<file path="config.mk">
export PLATFORM = sky130hd
export DESIGN_NAME = ping_top
export DESIGN_NICKNAME = d
export VERILOG_FILES = /design/src/ping_pkg.sv /design/src/ping_top.sv /design/src/ping_apb_regs.sv /design/src/ping_timer.sv /design/src/ping_lfsr.sv /design/src/ping_dual_reg.sv
export SDC_FILE = /design/constraint.sdc
export NUM_CORES = 1
export LEC_CHECK = 0
export BUFFER_PORTS_ARGS = -buffer_cell sky130_fd_sc_hd__buf_2
export CORE_MARGIN = 2
export CORE_UTILIZATION = 40
export DETAILED_ROUTE_END_ITERATION = 12
export GPL_ROUTABILITY_DRIVEN = 0
export PLACE_DENSITY = 0.56
export SLEW_MARGIN = 20
export SYNTH_ARGS = -nofsm -noshare
export SYNTH_HDL_FRONTEND = slang
export SYNTH_SLANG_ARGS = --single-unit
</file>
<file path="constraint.sdc">
create_clock -name clk_i -period 2.3 [get_ports clk_i]
set_input_delay 0 -clock clk_i [delete_from_list [all_inputs] [get_ports clk_i]]
set_output_delay 0 -clock clk_i [all_outputs]
set_load 0.005 [all_outputs]
</file>
<file path="src/ping_pkg.sv">
// shared constants, types and the register map of the ping checker
// NAlerts must equal 2**IdDw so every drawn alert ID maps to a channel
// the LFSR always starts from the same fixed seed and is never reseeded
`default_nettype none

package ping_pkg;

  //////////////////////////////
  // sizes
  //////////////////////////////

  localparam int unsigned NAlerts   = 8;
  localparam int unsigned NEscSev   = 4;
  localparam int unsigned PingCntDw = 16;
  localparam int unsigned IdDw      = 3;
  localparam int unsigned EscIdDw   = 2;
  localparam int unsigned LfsrDw    = 32;

  // x^32 + x^22 + x^2 + x + 1 written as a right shifting Galois mask
  localparam logic [LfsrDw-1:0]    LfsrSeed = 32'h5a3c_96e1;
  localparam logic [LfsrDw-1:0]    LfsrTaps = 32'h8020_0003;
  // keeps a few idle cycles between pings unless the wait mask clears them
  localparam logic [PingCntDw-1:0] MinWait  = 16'd4;

  //////////////////////////////
  // register map
  //////////////////////////////

  localparam int unsigned ApbAw = 5;
  localparam int unsigned ApbDw = 32;

  localparam logic [ApbAw-1:0] RegCtrl     = 5'h00;
  localparam logic [ApbAw-1:0] RegAlertEn  = 5'h04;
  localparam logic [ApbAw-1:0] RegTimeout  = 5'h08;
  localparam logic [ApbAw-1:0] RegWaitMask = 5'h0c;
  localparam logic [ApbAw-1:0] RegStatus   = 5'h10;

  //////////////////////////////
  // FSM and redundancy types
  //////////////////////////////

  // every pair of codes differs in at least 5 bits
  typedef enum logic [8:0] {
    Init      = 9'b000101100,
    AlertWait = 9'b011001011,
    AlertPing = 9'b110000000,
    EscWait   = 9'b101110001,
    EscPing   = 9'b011110110,
    FsmError  = 9'b100011111
  } ping_state_e;

  typedef enum logic {
    StepDec,
    StepWrapInc
  } step_mode_e;

  // the timer counts down and stops at zero
  typedef logic [PingCntDw-1:0] ping_cnt_t;
  localparam step_mode_e CntStepMode = StepDec;

  // the escalation index walks 0..NEscSev-1 and wraps
  typedef logic [EscIdDw-1:0] esc_idx_t;
  localparam step_mode_e EscStepMode = StepWrapInc;

  //////////////////////////////
  // structs
  //////////////////////////////

  typedef struct packed {
    logic                 en;
    logic [NAlerts-1:0]   alert_en;
    logic [PingCntDw-1:0] timeout_cyc;
    logic [PingCntDw-1:0] wait_mask;
  } ping_cfg_t;

  // alert_fail is the LSB so the struct lines up with the status register
  typedef struct packed {
    logic esc_fail;
    logic alert_fail;
  } ping_fail_t;

  typedef struct packed {
    logic             psel;
    logic             penable;
    logic             pwrite;
    logic [ApbAw-1:0] paddr;
    logic [ApbDw-1:0] pwdata;
  } apb_req_t;

  typedef struct packed {
    logic [ApbDw-1:0] prdata;
    logic             pready;
    logic             pslverr;
  } apb_rsp_t;

endpackage

`default_nettype wire
</file>
<file path="src/ping_top.sv">
// top level of the ping checker
// responders answer on plain ok wires, no alert or escalation handshake
// fail outputs are the sticky status bits and stay high until cleared
`timescale 1ns/1ps
`default_nettype none

module ping_top import ping_pkg::*; (
  input  wire                clk_i,
  input  wire                rst_ni,
  input  apb_req_t           apb_req_i,
  output apb_rsp_t           apb_rsp_o,
  input  wire  [NAlerts-1:0] alert_ping_ok_i,
  input  wire  [NEscSev-1:0] esc_ping_ok_i,
  output logic [NAlerts-1:0] alert_ping_req_o,
  output logic [NEscSev-1:0] esc_ping_req_o,
  output logic               alert_fail_o,
  output logic               esc_fail_o
);

  ping_cfg_t  cfg;
  ping_fail_t fail;

  // configuration and status registers on the APB side
  ping_apb_regs u_regs (
    .clk_i        (clk_i),
    .rst_ni       (rst_ni),
    .apb_req_i    (apb_req_i),
    .apb_rsp_o    (apb_rsp_o),
    .fail_i       (fail),
    .cfg_o        (cfg),
    .alert_fail_o (alert_fail_o),
    .esc_fail_o   (esc_fail_o)
  );

  // ping sequencing with its own redundant counters and LFSR
  ping_timer u_timer (
    .clk_i            (clk_i),
    .rst_ni           (rst_ni),
    .cfg_i            (cfg),
    .alert_ping_ok_i  (alert_ping_ok_i),
    .esc_ping_ok_i    (esc_ping_ok_i),
    .alert_ping_req_o (alert_ping_req_o),
    .esc_ping_req_o   (esc_ping_req_o),
    .fail_o           (fail)
  );

endmodule

`default_nettype wire

</file>
<file path="src/ping_apb_regs.sv">
// APB slave holding the ping configuration and the sticky fail status
// pready is tied high, so each transfer takes one setup and one access cycle
// the enable bit can only be set, a reset is the only way to clear it
// a fail pulse wins over a write-one-to-clear in the same cycle
`timescale 1ns/1ps
`default_nettype none

module ping_apb_regs import ping_pkg::*; (
  input  wire        clk_i,
  input  wire        rst_ni,
  input  apb_req_t   apb_req_i,
  output apb_rsp_t   apb_rsp_o,
  input  ping_fail_t fail_i,
  output ping_cfg_t  cfg_o,
  output logic       alert_fail_o,
  output logic       esc_fail_o
);

  ping_cfg_t        cfg_q;
  ping_fail_t       status_q, status_d;
  logic [1:0]       status_clr;
  logic             access, wr_en, addr_hit;
  logic [ApbDw-1:0] rdata;

  assign access = apb_req_i.psel & apb_req_i.penable;
  assign wr_en  = access & apb_req_i.pwrite;

  //////////////////////////////
  // read decode
  //////////////////////////////

  always_comb begin
    rdata    = '0;
    addr_hit = 1'b1;
    case (apb_req_i.paddr)
      RegCtrl:     rdata = ApbDw'(cfg_q.en);
      RegAlertEn:  rdata = ApbDw'(cfg_q.alert_en);
      RegTimeout:  rdata = ApbDw'(cfg_q.timeout_cyc);
      RegWaitMask: rdata = ApbDw'(cfg_q.wait_mask);
      RegStatus:   rdata = ApbDw'(status_q);
      default:     addr_hit = 1'b0;
    endcase
  end

  assign apb_rsp_o.prdata  = rdata;
  assign apb_rsp_o.pready  = 1'b1;
  assign apb_rsp_o.pslverr = access & ~addr_hit;

  //////////////////////////////
  // configuration
  //////////////////////////////

  // writes land at the clock edge that closes the access phase
  always_ff @(posedge clk_i or negedge rst_ni) begin
    if (!rst_ni) begin
      cfg_q <= '0;
    end else if (wr_en) begin
      case (apb_req_i.paddr)
        RegCtrl:     cfg_q.en          <= cfg_q.en | apb_req_i.pwdata[0];
        RegAlertEn:  cfg_q.alert_en    <= apb_req_i.pwdata[NAlerts-1:0];
        RegTimeout:  cfg_q.timeout_cyc <= apb_req_i.pwdata[PingCntDw-1:0];
        RegWaitMask: cfg_q.wait_mask   <= apb_req_i.pwdata[PingCntDw-1:0];
        default: ;
      endcase
    end
  end

  assign cfg_o = cfg_q;

  //////////////////////////////
  // sticky status
  //////////////////////////////

  assign status_clr = (wr_en && apb_req_i.paddr == RegStatus) ? apb_req_i.pwdata[1:0] : 2'b00;
  assign status_d   = ping_fail_t'((status_q & ~status_clr) | fail_i);

  always_ff @(posedge clk_i or negedge rst_ni) begin
    if (!rst_ni) begin
      status_q <= '0;
    end else begin
      status_q <= status_d;
    end
  end

  assign alert_fail_o = status_q.alert_fail;
  assign esc_fail_o   = status_q.esc_fail;

endmodule

`default_nettype wire

</file>
<file path="src/ping_timer.sv">
// ping sequencer that alternates random alert pings and round-robin
// escalation pings, each preceded by a random wait
// once enabled the FSM never returns to Init
// any redundancy mismatch or illegal state ends in FsmError for good
`timescale 1ns/1ps
`default_nettype none

module ping_timer import ping_pkg::*; (
  input  wire                clk_i,
  input  wire                rst_ni,
  input  ping_cfg_t          cfg_i,
  input  wire  [NAlerts-1:0] alert_ping_ok_i,
  input  wire  [NEscSev-1:0] esc_ping_ok_i,
  output logic [NAlerts-1:0] alert_ping_req_o,
  output logic [NEscSev-1:0] esc_ping_req_o,
  output ping_fail_t         fail_o
);

  //////////////////////////////
  // random source and counters
  //////////////////////////////

  logic                      wait_cnt_load, timeout_cnt_load, cnt_load;
  logic                      lfsr_err, cnt_err, esc_err;
  logic [PingCntDw+IdDw-1:0] lfsr_state;
  logic [IdDw-1:0]           alert_id;
  logic                      id_vld;
  ping_cnt_t                 wait_cyc, cnt_load_val, cnt_q;
  logic                      timer_expired;
  logic                      esc_cnt_en;
  esc_idx_t                  esc_idx;

  // the LFSR advances on every counter load
  assign cnt_load = wait_cnt_load | timeout_cnt_load;

  ping_lfsr u_lfsr (
    .clk_i   (clk_i),
    .rst_ni  (rst_ni),
    .step_i  (cnt_load),
    .state_o (lfsr_state),
    .err_o   (lfsr_err)
  );

  // the alert ID holds still through a ping since no load happens there
  assign alert_id = lfsr_state[PingCntDw +: IdDw];
  assign id_vld   = cfg_i.alert_en[alert_id];

  assign wait_cyc     = (lfsr_state[PingCntDw-1:0] | MinWait) & cfg_i.wait_mask;
  assign cnt_load_val = wait_cnt_load ? wait_cyc : cfg_i.timeout_cyc;

  assign timer_expired = (cnt_q == '0);

  // shared counter for both the wait and the timeout phases
  ping_dual_reg #(
    .T        (ping_cnt_t),
    .StepMode (CntStepMode)
  ) u_cnt (
    .clk_i      (clk_i),
    .rst_ni     (rst_ni),
    .load_i     (cnt_load),
    .load_val_i (cnt_load_val),
    .step_i     (!timer_expired),
    .q_o        (cnt_q),
    .err_o      (cnt_err)
  );

  // escalation channels are visited strictly in order
  ping_dual_reg #(
    .T        (esc_idx_t),
    .StepMode (EscStepMode)
  ) u_esc_idx (
    .clk_i      (clk_i),
    .rst_ni     (rst_ni),
    .load_i     (1'b0),
    .load_val_i (esc_idx_t'(0)),
    .step_i     (esc_cnt_en),
    .q_o        (esc_idx),
    .err_o      (esc_err)
  );

  //////////////////////////////
  // requests and responses
  //////////////////////////////

  logic alert_ping_en, esc_ping_en;
  logic alert_ok_hit, esc_ok_hit;
  logic alert_spurious, esc_spurious;

  assign alert_ping_req_o = NAlerts'(alert_ping_en) << alert_id;
  assign esc_ping_req_o   = NEscSev'(esc_ping_en) << esc_idx;

  assign alert_ok_hit   = |(alert_ping_ok_i & alert_ping_req_o);
  assign esc_ok_hit     = |(esc_ping_ok_i & esc_ping_req_o);
  // an ok on any channel that is not being pinged fails at once
  assign alert_spurious = |(alert_ping_ok_i & ~alert_ping_req_o);
  assign esc_spurious   = |(esc_ping_ok_i & ~esc_ping_req_o);

  //////////////////////////////
  // FSM
  //////////////////////////////

  ping_state_e state_d, state_q;

  always_comb begin
    state_d           = state_q;
    wait_cnt_load     = 1'b0;
    timeout_cnt_load  = 1'b0;
    esc_cnt_en        = 1'b0;
    alert_ping_en     = 1'b0;
    esc_ping_en       = 1'b0;
    fail_o.alert_fail = alert_spurious;
    fail_o.esc_fail   = esc_spurious;

    case (state_q)
      Init: begin
        if (cfg_i.en) begin
          state_d       = AlertWait;
          wait_cnt_load = 1'b1;
        end
      end
      AlertWait: begin
        if (timer_expired) begin
          state_d          = AlertPing;
          timeout_cnt_load = 1'b1;
        end
      end
      // a masked alert ID skips the request and moves straight on
      AlertPing: begin
        alert_ping_en = id_vld;
        if (!id_vld || alert_ok_hit || timer_expired) begin
          state_d       = EscWait;
          wait_cnt_load = 1'b1;
          if (id_vld && !alert_ok_hit) begin
            fail_o.alert_fail = 1'b1;
          end
        end
      end
      EscWait: begin
        if (timer_expired) begin
          state_d          = EscPing;
          timeout_cnt_load = 1'b1;
        end
      end
      // the index advances whether the ping passed or timed out
      EscPing: begin
        esc_ping_en = 1'b1;
        if (esc_ok_hit || timer_expired) begin
          state_d       = AlertWait;
          wait_cnt_load = 1'b1;
          esc_cnt_en    = 1'b1;
          if (!esc_ok_hit) begin
            fail_o.esc_fail = 1'b1;
          end
        end
      end
      FsmError: begin
        fail_o.alert_fail = 1'b1;
        fail_o.esc_fail   = 1'b1;
      end
      default: begin
        state_d = FsmError;
      end
    endcase

    // disagreeing copies override whatever the FSM decided above
    if (lfsr_err || cnt_err || esc_err) begin
      state_d = FsmError;
    end
  end

  always_ff @(posedge clk_i or negedge rst_ni) begin
    if (!rst_ni) begin
      state_q <= Init;
    end else begin
      state_q <= state_d;
    end
  end

endmodule

`default_nettype wire

</file>
<file path="src/ping_lfsr.sv">
// tandem Galois LFSRs used as the random source of the ping timer
// both copies start from LfsrSeed after reset and are never reseeded
// state_o only exposes the low PingCntDw+IdDw bits of the first copy
`timescale 1ns/1ps
`default_nettype none

module ping_lfsr import ping_pkg::*; (
  input  wire                          clk_i,
  input  wire                          rst_ni,
  input  wire                          step_i,
  output logic [PingCntDw+IdDw-1:0]    state_o,
  output logic                         err_o
);

  logic [1:0][LfsrDw-1:0] lfsr_q;

  // one right shift of a Galois LFSR
  // the bit shifted out decides whether the tap mask is applied
  function automatic logic [LfsrDw-1:0] galois_step(input logic [LfsrDw-1:0] s);
    logic [LfsrDw-1:0] nxt;
    nxt = s >> 1;
    if (s[0]) begin
      nxt = nxt ^ LfsrTaps;
    end
    return nxt;
  endfunction

  always_ff @(posedge clk_i or negedge rst_ni) begin
    if (!rst_ni) begin
      lfsr_q[0] <= LfsrSeed;
      lfsr_q[1] <= LfsrSeed;
    end else if (step_i) begin
      lfsr_q[0] <= galois_step(lfsr_q[0]);
      lfsr_q[1] <= galois_step(lfsr_q[1]);
    end
  end

  assign state_o = lfsr_q[0][PingCntDw+IdDw-1:0];

  // an all zero state never leaves zero, so it counts as an error too
  assign err_o = (lfsr_q[0] != lfsr_q[1]) ||
                 (lfsr_q[0] == '0)        ||
                 (lfsr_q[1] == '0);

endmodule

`default_nettype wire

</file>
<file path="src/ping_dual_reg.sv">
// two copies of one value that always load or step together
// the wrap mode counts modulo NEscSev and suits small index types only
// err_o is combinational and high for as long as the copies differ
`timescale 1ns/1ps
`default_nettype none

module ping_dual_reg import ping_pkg::*; #(
  parameter type        T        = logic [PingCntDw-1:0],
  parameter step_mode_e StepMode = CntStepMode
) (
  input  wire  clk_i,
  input  wire  rst_ni,
  input  wire  load_i,
  input  T     load_val_i,
  input  wire  step_i,
  output T     q_o,
  output logic err_o
);

  T copy_q [2];

  // next value of one copy when stepping
  function automatic T step_val(input T v);
    T nxt;
    if (StepMode == StepDec) begin
      nxt = (v == '0) ? v : T'(v - 1'b1);
    end else begin
      nxt = (v >= T'(NEscSev - 1)) ? T'(0) : T'(v + 1'b1);
    end
    return nxt;
  endfunction

  // each copy computes its own next value so a glitch in one stays visible
  always_ff @(posedge clk_i or negedge rst_ni) begin
    if (!rst_ni) begin
      copy_q[0] <= '0;
      copy_q[1] <= '0;
    end else begin
      for (int k = 0; k < 2; k++) begin
        if (load_i) begin
          copy_q[k] <= load_val_i;
        end else if (step_i) begin
          copy_q[k] <= step_val(copy_q[k]);
        end
      end
    end
  end

  assign q_o   = copy_q[0];
  assign err_o = (copy_q[0] != copy_q[1]);

endmodule

`default_nettype wire

</file>
Word level (Yosys, flattened, before mapping)
Cells that the tools add are included.

cells by class
  $add $sub $neg = 4
  reduce and logical (&&, ||, !) cells = 28
  multiplexer cells = 37
  bitwise logic cells = 18
  magnitude comparators = 3
  equal/unequal tests = 21
  shift operators = 2

operators by type and width
  kind                     number
  $mux W16                 6
  $pmux W16 S5             1
  $logic_not A32 Y1        2
  $mux W32                 2
  $mux W9                  6
  $pmux W9 S6              1
  $logic_not A16 Y1        2
  $ne A32 B32 Y1           1
  $sub A16 B1 Y16 const B  2
  $eq A9 B9 Y1 const B     3
  $eq A9 B8 Y1 const B     2
  $and A16 B16 Y16         1
  $and A8 B8 Y8            2
  $ne A16 B16 Y1           1
  $reduce_or A8 Y1         2
  $mux W1                  14
  $ne A3 B1 Y1 const B     4
  $eq A5 B4 Y1 const B     2
  $reduce_and A2 Y1        5
  $eq A9 B6 Y1 const B     1
  $and A4 B4 Y4            2
  $not A3 Y4               2
  $not A8 Y8               1
  $reduce_or A4 Y1         2
  28 further kinds         46

word-level totals
  logic and storage cells = 126
  flip-flop bits (word level) = 152
  output and inout port bits = 48

Depth between registers and ports, before layout
  depth in word-level cells = 13
  mapped depth = 12
  depth with buffers taken out = 9

Hierarchy
Synthesis repeated with hierarchy kept, for this count alone.

second synthesis, totals
  cells, all modules = 912
  area total of the unflattened synthesis = 9434.0 um^2

by module, submodules not included
  module                             cells each  times used  area each (um^2)  sequential area each (um^2)
  ping_lfsr                          235         1           3104.2            1641.6
  ping_apb_regs                      178         1           2314.7            1076.0
  ping_dual_reg (u_timer.u_cnt)      273         1           2306.0            800.8
  ping_timer                         202         1           1458.9            229.0
  ping_dual_reg (u_timer.u_esc_idx)  24          1           250.2             100.1

Worst setup path before layout
OpenSTA, ideal clock, no wires.

  path kind = reg-to-reg
  start point = reg u_timer.u_cnt.copy_q, in the netlist u_timer.u_cnt.q_o[0]
  end point = reg u_timer.u_cnt.copy_q, in the netlist u_timer.u_cnt.q_o[1]
  cell stages (with the launch flop) = 11
  clock period less this slack = 2.523 ns
  slack = -0.223 ns
  buffers on the path = 1
  data required time = 2.179 ns
  arrival = 2.402 ns
  path through = dfrtp_1 -> inv_1 -> ha_1 -> nor3b_1 -> and2_0 -> buf_2 -> nand4b_2 -> nand3_1 -> a211oi_2 -> or4b_4 -> o22a_1

between the ends
  cells in the longest elaborated chain, start to end = 6
  elaborated cells between the ends (all ways) = 14
  classes of those cells = add/sub: 1; eq/ne: 1; mux: 8; bitwise: 1; reduce/logical: 3

ends and longest elaborated chain
  what                                                                     line                 source
  start: declaration                                                       ping_dual_reg.sv:20  T copy_q [2];
  start signal: indexed assignment                                         ping_dual_reg.sv:41  copy_q[k] <= load_val_i;
  start signal: indexed assignment                                         ping_dual_reg.sv:43  copy_q[k] <= step_val(copy_q[k]);
  parallel branches: the longest is 6 deep, another holds $sub A16 B1 Y16  -

Several ways; the timed one is not identified. The select of a mux whose other input is x is not followed.
A chain may end at the register's enable or synchronous reset.

Worst setup path in the final report
  start point = reg u_timer.u_lfsr.lfsr_q, in the netlist u_timer.u_lfsr.state_o[16]
  end point = reg u_timer.u_cnt.copy_q, in the netlist u_timer.u_cnt.q_o[1]

between the ends
  cells in the longest elaborated chain, start to end = 12
  elaborated cells between the ends (all ways) = 15
  classes of those cells = eq/ne: 1; shift: 1; mux: 7; bitwise: 2; reduce/logical: 4

ends and longest elaborated chain
  what                                                line                                source
  start: declaration                                  ping_lfsr.sv:15                     logic [1:0][LfsrDw-1:0] lfsr_q;
  $bmux W1 S3                                         ping_timer.sv:46                    assign id_vld = cfg_i.alert_en[alert_id];
  $mux W1 (not written as such)                       ping_timer.sv:46
  $mux W1                                             ping_timer.sv:114                   case (state_q)
  $shl A1 B3 Y8                                       ping_timer.sv:89                    assign alert_ping_req_o = NAlerts'(alert_ping_en) << alert_id;
  $and A8 B8 Y8                                       ping_timer.sv:92                    assign alert_ok_hit = |(alert_ping_ok_i & alert_ping_req_o);
  $reduce_or A8 Y1                                    ping_timer.sv:92
  $logic_or A1 B1 Y1 * (2 in a row)                   ping_timer.sv:130                   if (!id_vld || alert_ok_hit || timer_expired) begin
  $mux W1 *                                           ping_timer.sv:130
  $pmux W1 S3 *                                       ping_timer.sv:114
  $or A1 B1 Y1 or $mux W16 (tied branches)            ping_timer.sv:34, ping_timer.sv:49
  $ne A2 B1 Y1 (no line) or $mux W16 (tied branches)  -

Every way passes the cells marked *; elsewhere a longest branch is shown, timed or not. The select of a mux whose other input is x is not followed.

==> impl_metrics.yaml <==
setup_path:
  critical_path.cell_chain: "buf_4, nand2_1, o32ai_2, a211oi_2, buf_4, nand3_4, a211oi_4, or4b_4, o22a_1"
  end_kind: "flip-flop"
  cp.arrival_ps: 2880
  worstRegToRegCells: 9
  startpoint_type: "flip-flop"
  required_ps: 2610
  crit_top_cell: "buf_4"
  r2r_start: "u_timer.u_lfsr.state_o[16]$_DFFE_PN0N_"
  crit_fanout: 6
  slowest_delay_ps: 570
  cpMaxStageDelayCell: "or4b_4"
  r2r-end: "u_timer.u_cnt.q_o[1]$_DFFE_PN0P_"
  r2r_setup_slack_ps: -270
  path_class: "flip-flop to flip-flop"
place:
  hpwl_um: 22600
  numPortBuffers: 68
grt:
  track_usage_pct: 27.9
  grt_pass1_vias: 9154
  grt_pass1_wl_um: 51700
  antenna_found_initial: 0
  overflow: 0
  grt_max_degree: 61
clocking:
  clockBufferDepth: 2
  cts_tree: "built"
  numCtsBuffers: 17
  root_buffer: "clkbuf_16"
  clock_sinks: 152
  clock_latency_ps: 430
  clkTransAtPathRegs_ps: 70
  ctsHtreeMaxLevel: 4
logic_synthesis:
  synth_top_cell_by_area: "dfrtp_1"
  avgSynthCellArea_sq_um: 8.97
  netlist_top_cells_count: "nand2_1 (237), dfrtp_1 (117), nor2_1 (78), mux2_2 (50), xor2_1 (37)"
  netlist_instances: 1021
  yosysTopAreaCellShare_pct: 32.0
  seq_area_frac_synth_pct: 42.0
  synth-async-reset-ratio_pct: 100
  synth.distinct_cells: 76
  yosysMostFrequentCell: "nand2_1"
  synth_ff_type: "dfrtp_1"
  synthTopCellsByArea: "dfrtp_1 (32%), dfstp_2 (10%), nand2_1 (9.7%), mux2_2 (6.1%), xor2_1 (3.5%)"
  synth_seq_cells: 152
  netlist_area_sq_um: 9160
  synth-edff-count: 0
  yosys_warnings: 0
cells_and_area:
  drive_gt1_share_pct: 49.1
  nFillCells: 1860
  diodes: 0
  nets: 1385
  syn2layout_area_growth_pct: 52.0
route:
  first_pass_iters: 6
  dr_total_vias: 9330
  wl_um: 34400
  avgRoutedWirePerCell_um: 21.2
  drc: 0
  drtAntennaViolNets: 0
  via_per_inst: 5.75
  drt_iter0_markers: 783
sta:
  setup_viol_count_final: 113
  final-hold-violation-count: 0
  fin_crit_ps: 2570
  fin_ws_ps: -269
  hold-worst-slack_ps: 14.1
  slew_violations: 0
  finalCritPeriodShare_pct: 112
  worst_slew_pin_slew_ps: 590
  max_freq_mhz: 389
  setup_tns_ps: -12150
  finalClockSkew_ps: 8.94
  slew_headroom_pct: 60.6
  grt_setup_unrepaired: "yes"
floorplan:
  start_util_pct: 40.6
  die_height_um: 155
  die_area_sq_um: 24100
  die_width_um: 155
  core_area_sq_um: 22600
  io_pins: 102
  rows: 55
power_and_ir_drop:
  finalPower_uw: 6060
  p_per_area_nw_per_um2: 435
  p_leak_uw: 0.00678
  peakVddDrop_mv: 0.450
run_status:
  violations: "setup timing"
  status: "finished with violations"
job:
  max_cap_viol_count: 0
worst_hold_path:
  min_path_type: "input pin to async pin"
-- worst max-delay path by stage --
stage	startpoint	slack, ps	end
6_report	u_timer.u_lfsr.state_o[16]$_DFFE_PN0N_	-270	u_timer.u_cnt.q_o[1]$_DFFE_PN0P_
5_1_grt	u_timer.u_lfsr.state_o[18]$_DFFE_PN1N_	-300	u_timer.u_cnt.q_o[0]$_DFFE_PN0P_
4_1_cts	u_timer.u_esc_idx.q_o[0]$_DFFE_PN0P_	-180	u_timer.u_cnt.q_o[1]$_DFFE_PN0P_
3_5_place_dp	u_timer.u_cnt.q_o[1]$_DFFE_PN0P_	-420	u_timer.u_cnt.q_o[12]$_DFFE_PN0P_
3_3_place_gp	u_timer.u_cnt.q_o[1]$_DFFE_PN0P_	-320	u_timer.u_cnt.q_o[7]$_DFFE_PN0P_
2_1_floorplan	u_timer.u_cnt.q_o[0]$_DFFE_PN0P_	-70	u_timer.u_cnt.q_o[1]$_DFFE_PN0P_
-- kinds of logic (layout without fill, tap and decap cells) --
| group | count (synthesis) | count (layout) | synth area share, % |
|---|---|---|---|
| xor gates and xnor gates | 66 | 66 | 6.31 |
| adders and majority gates | 6 | 6 | 0.820 |
| buffers and inverters | 87 | 388 | 4.77 |
| other | 2 | 17 | 0.0820 |
| muxes | 73 | 73 | 9.07 |
| AOI/OAI and AO/OA | 149 | 150 | 11.4 |
| and+or+nand+nor | 486 | 486 | 25.5 |
| DFF | 152 | 152 | 42.0 |
-- worst max-delay path: cells and delay by family, from the launching register on --
kind | cells | cell delay [ps]
flip-flops | 1 | 440
AO/OA/AOI/OAI | 4 | 880
buffers and inverters | 2 | 360
AND/OR/NAND/NOR | 3 | 770
-- state kept, by name (all words and copies together), names as in the netlist --
register	count
u_timer.state_q	9
u_timer.u_esc_idx.q_o	2
u_timer.u_lfsr.lfsr_q	45
u_timer.u_esc_idx.copy_q	2
u_timer.u_cnt.q_o	16
u_regs.esc_fail_o	1
u_regs.cfg_o	41
u_timer.u_lfsr.state_o	19
u_timer.u_cnt.copy_q	16
u_regs.alert_fail_o	1
-- stage by stage --
step | cells | cell area, sq um | util [%] | worst slack [ps]
after CTS | 1600 | 13100 | 58.2 | -181
after floorplan | 1036 | 9280 | - | -67.8
after global placement | 1499 | 11100 | 49.0 | -317
final | 1623 | 13900 | 61.7 | -269
after detailed placement | 1499 | 11100 | 49.0 | -422
after global routing | 1623 | 13900 | 61.7 | -299
-- per-layer routing --
layer | GRT usage, % | share of wire [%] | vias up
met1 | 38.4 | 42 | 4662
li1 | - | - | 4192
met5 | 0 | 0 | -
met2 | 44.4 | 48 | 392
met3 | 6.18 | 7.2 | 84
met4 | 8.08 | 2.8 | 0
-- timing repair --
item / in CTS / in global routing
endpoints found under the hold margin: 164 / 0
resized for setup: 168 / 173
buffers inserted: 34 / 22
hold buffers: 21 / 0
cloned: 15 / 6
setup endpoints to repair: 117 / 117
pin swaps: 68 / 98
-- report_power, final --
part	switching [uW]	internal, uW	total [uW]
registers	73.7	2730	2810
logic	175	171	346
clock network	1310	1590	2900
total	1560	4500	6060
-- cell type report --
class                   count  area [sq um]  share of cell area [%]
multi-input cells         798          6070                    43.6
flip-flops and latches    152          3850                    27.7
repair buffers            337          2990                    21.5
clock buffers              20           457                    3.28
well taps                 285           357                    2.56
clock inverters            12           131                   0.943
inverters                  19          71.3                   0.512
-- layout by cell type, fill, tap and decap left out, drive strengths merged, types with 12 or more instances in the layout --
master	instances
dlygate4sd3	21
clkbuf	24
dfrtp	117
nor3	28
mux2	50
nand2	238
xnor2	29
o21ai	28
mux2i	20
inv	27
buf	311
conb	17
nor2	79
nor4	39
and3	14
nand3	20
o211ai	12
xor2	37
nand4	15
a21oi	37
dfstp	35
Power figures use the tool's default switching activity.
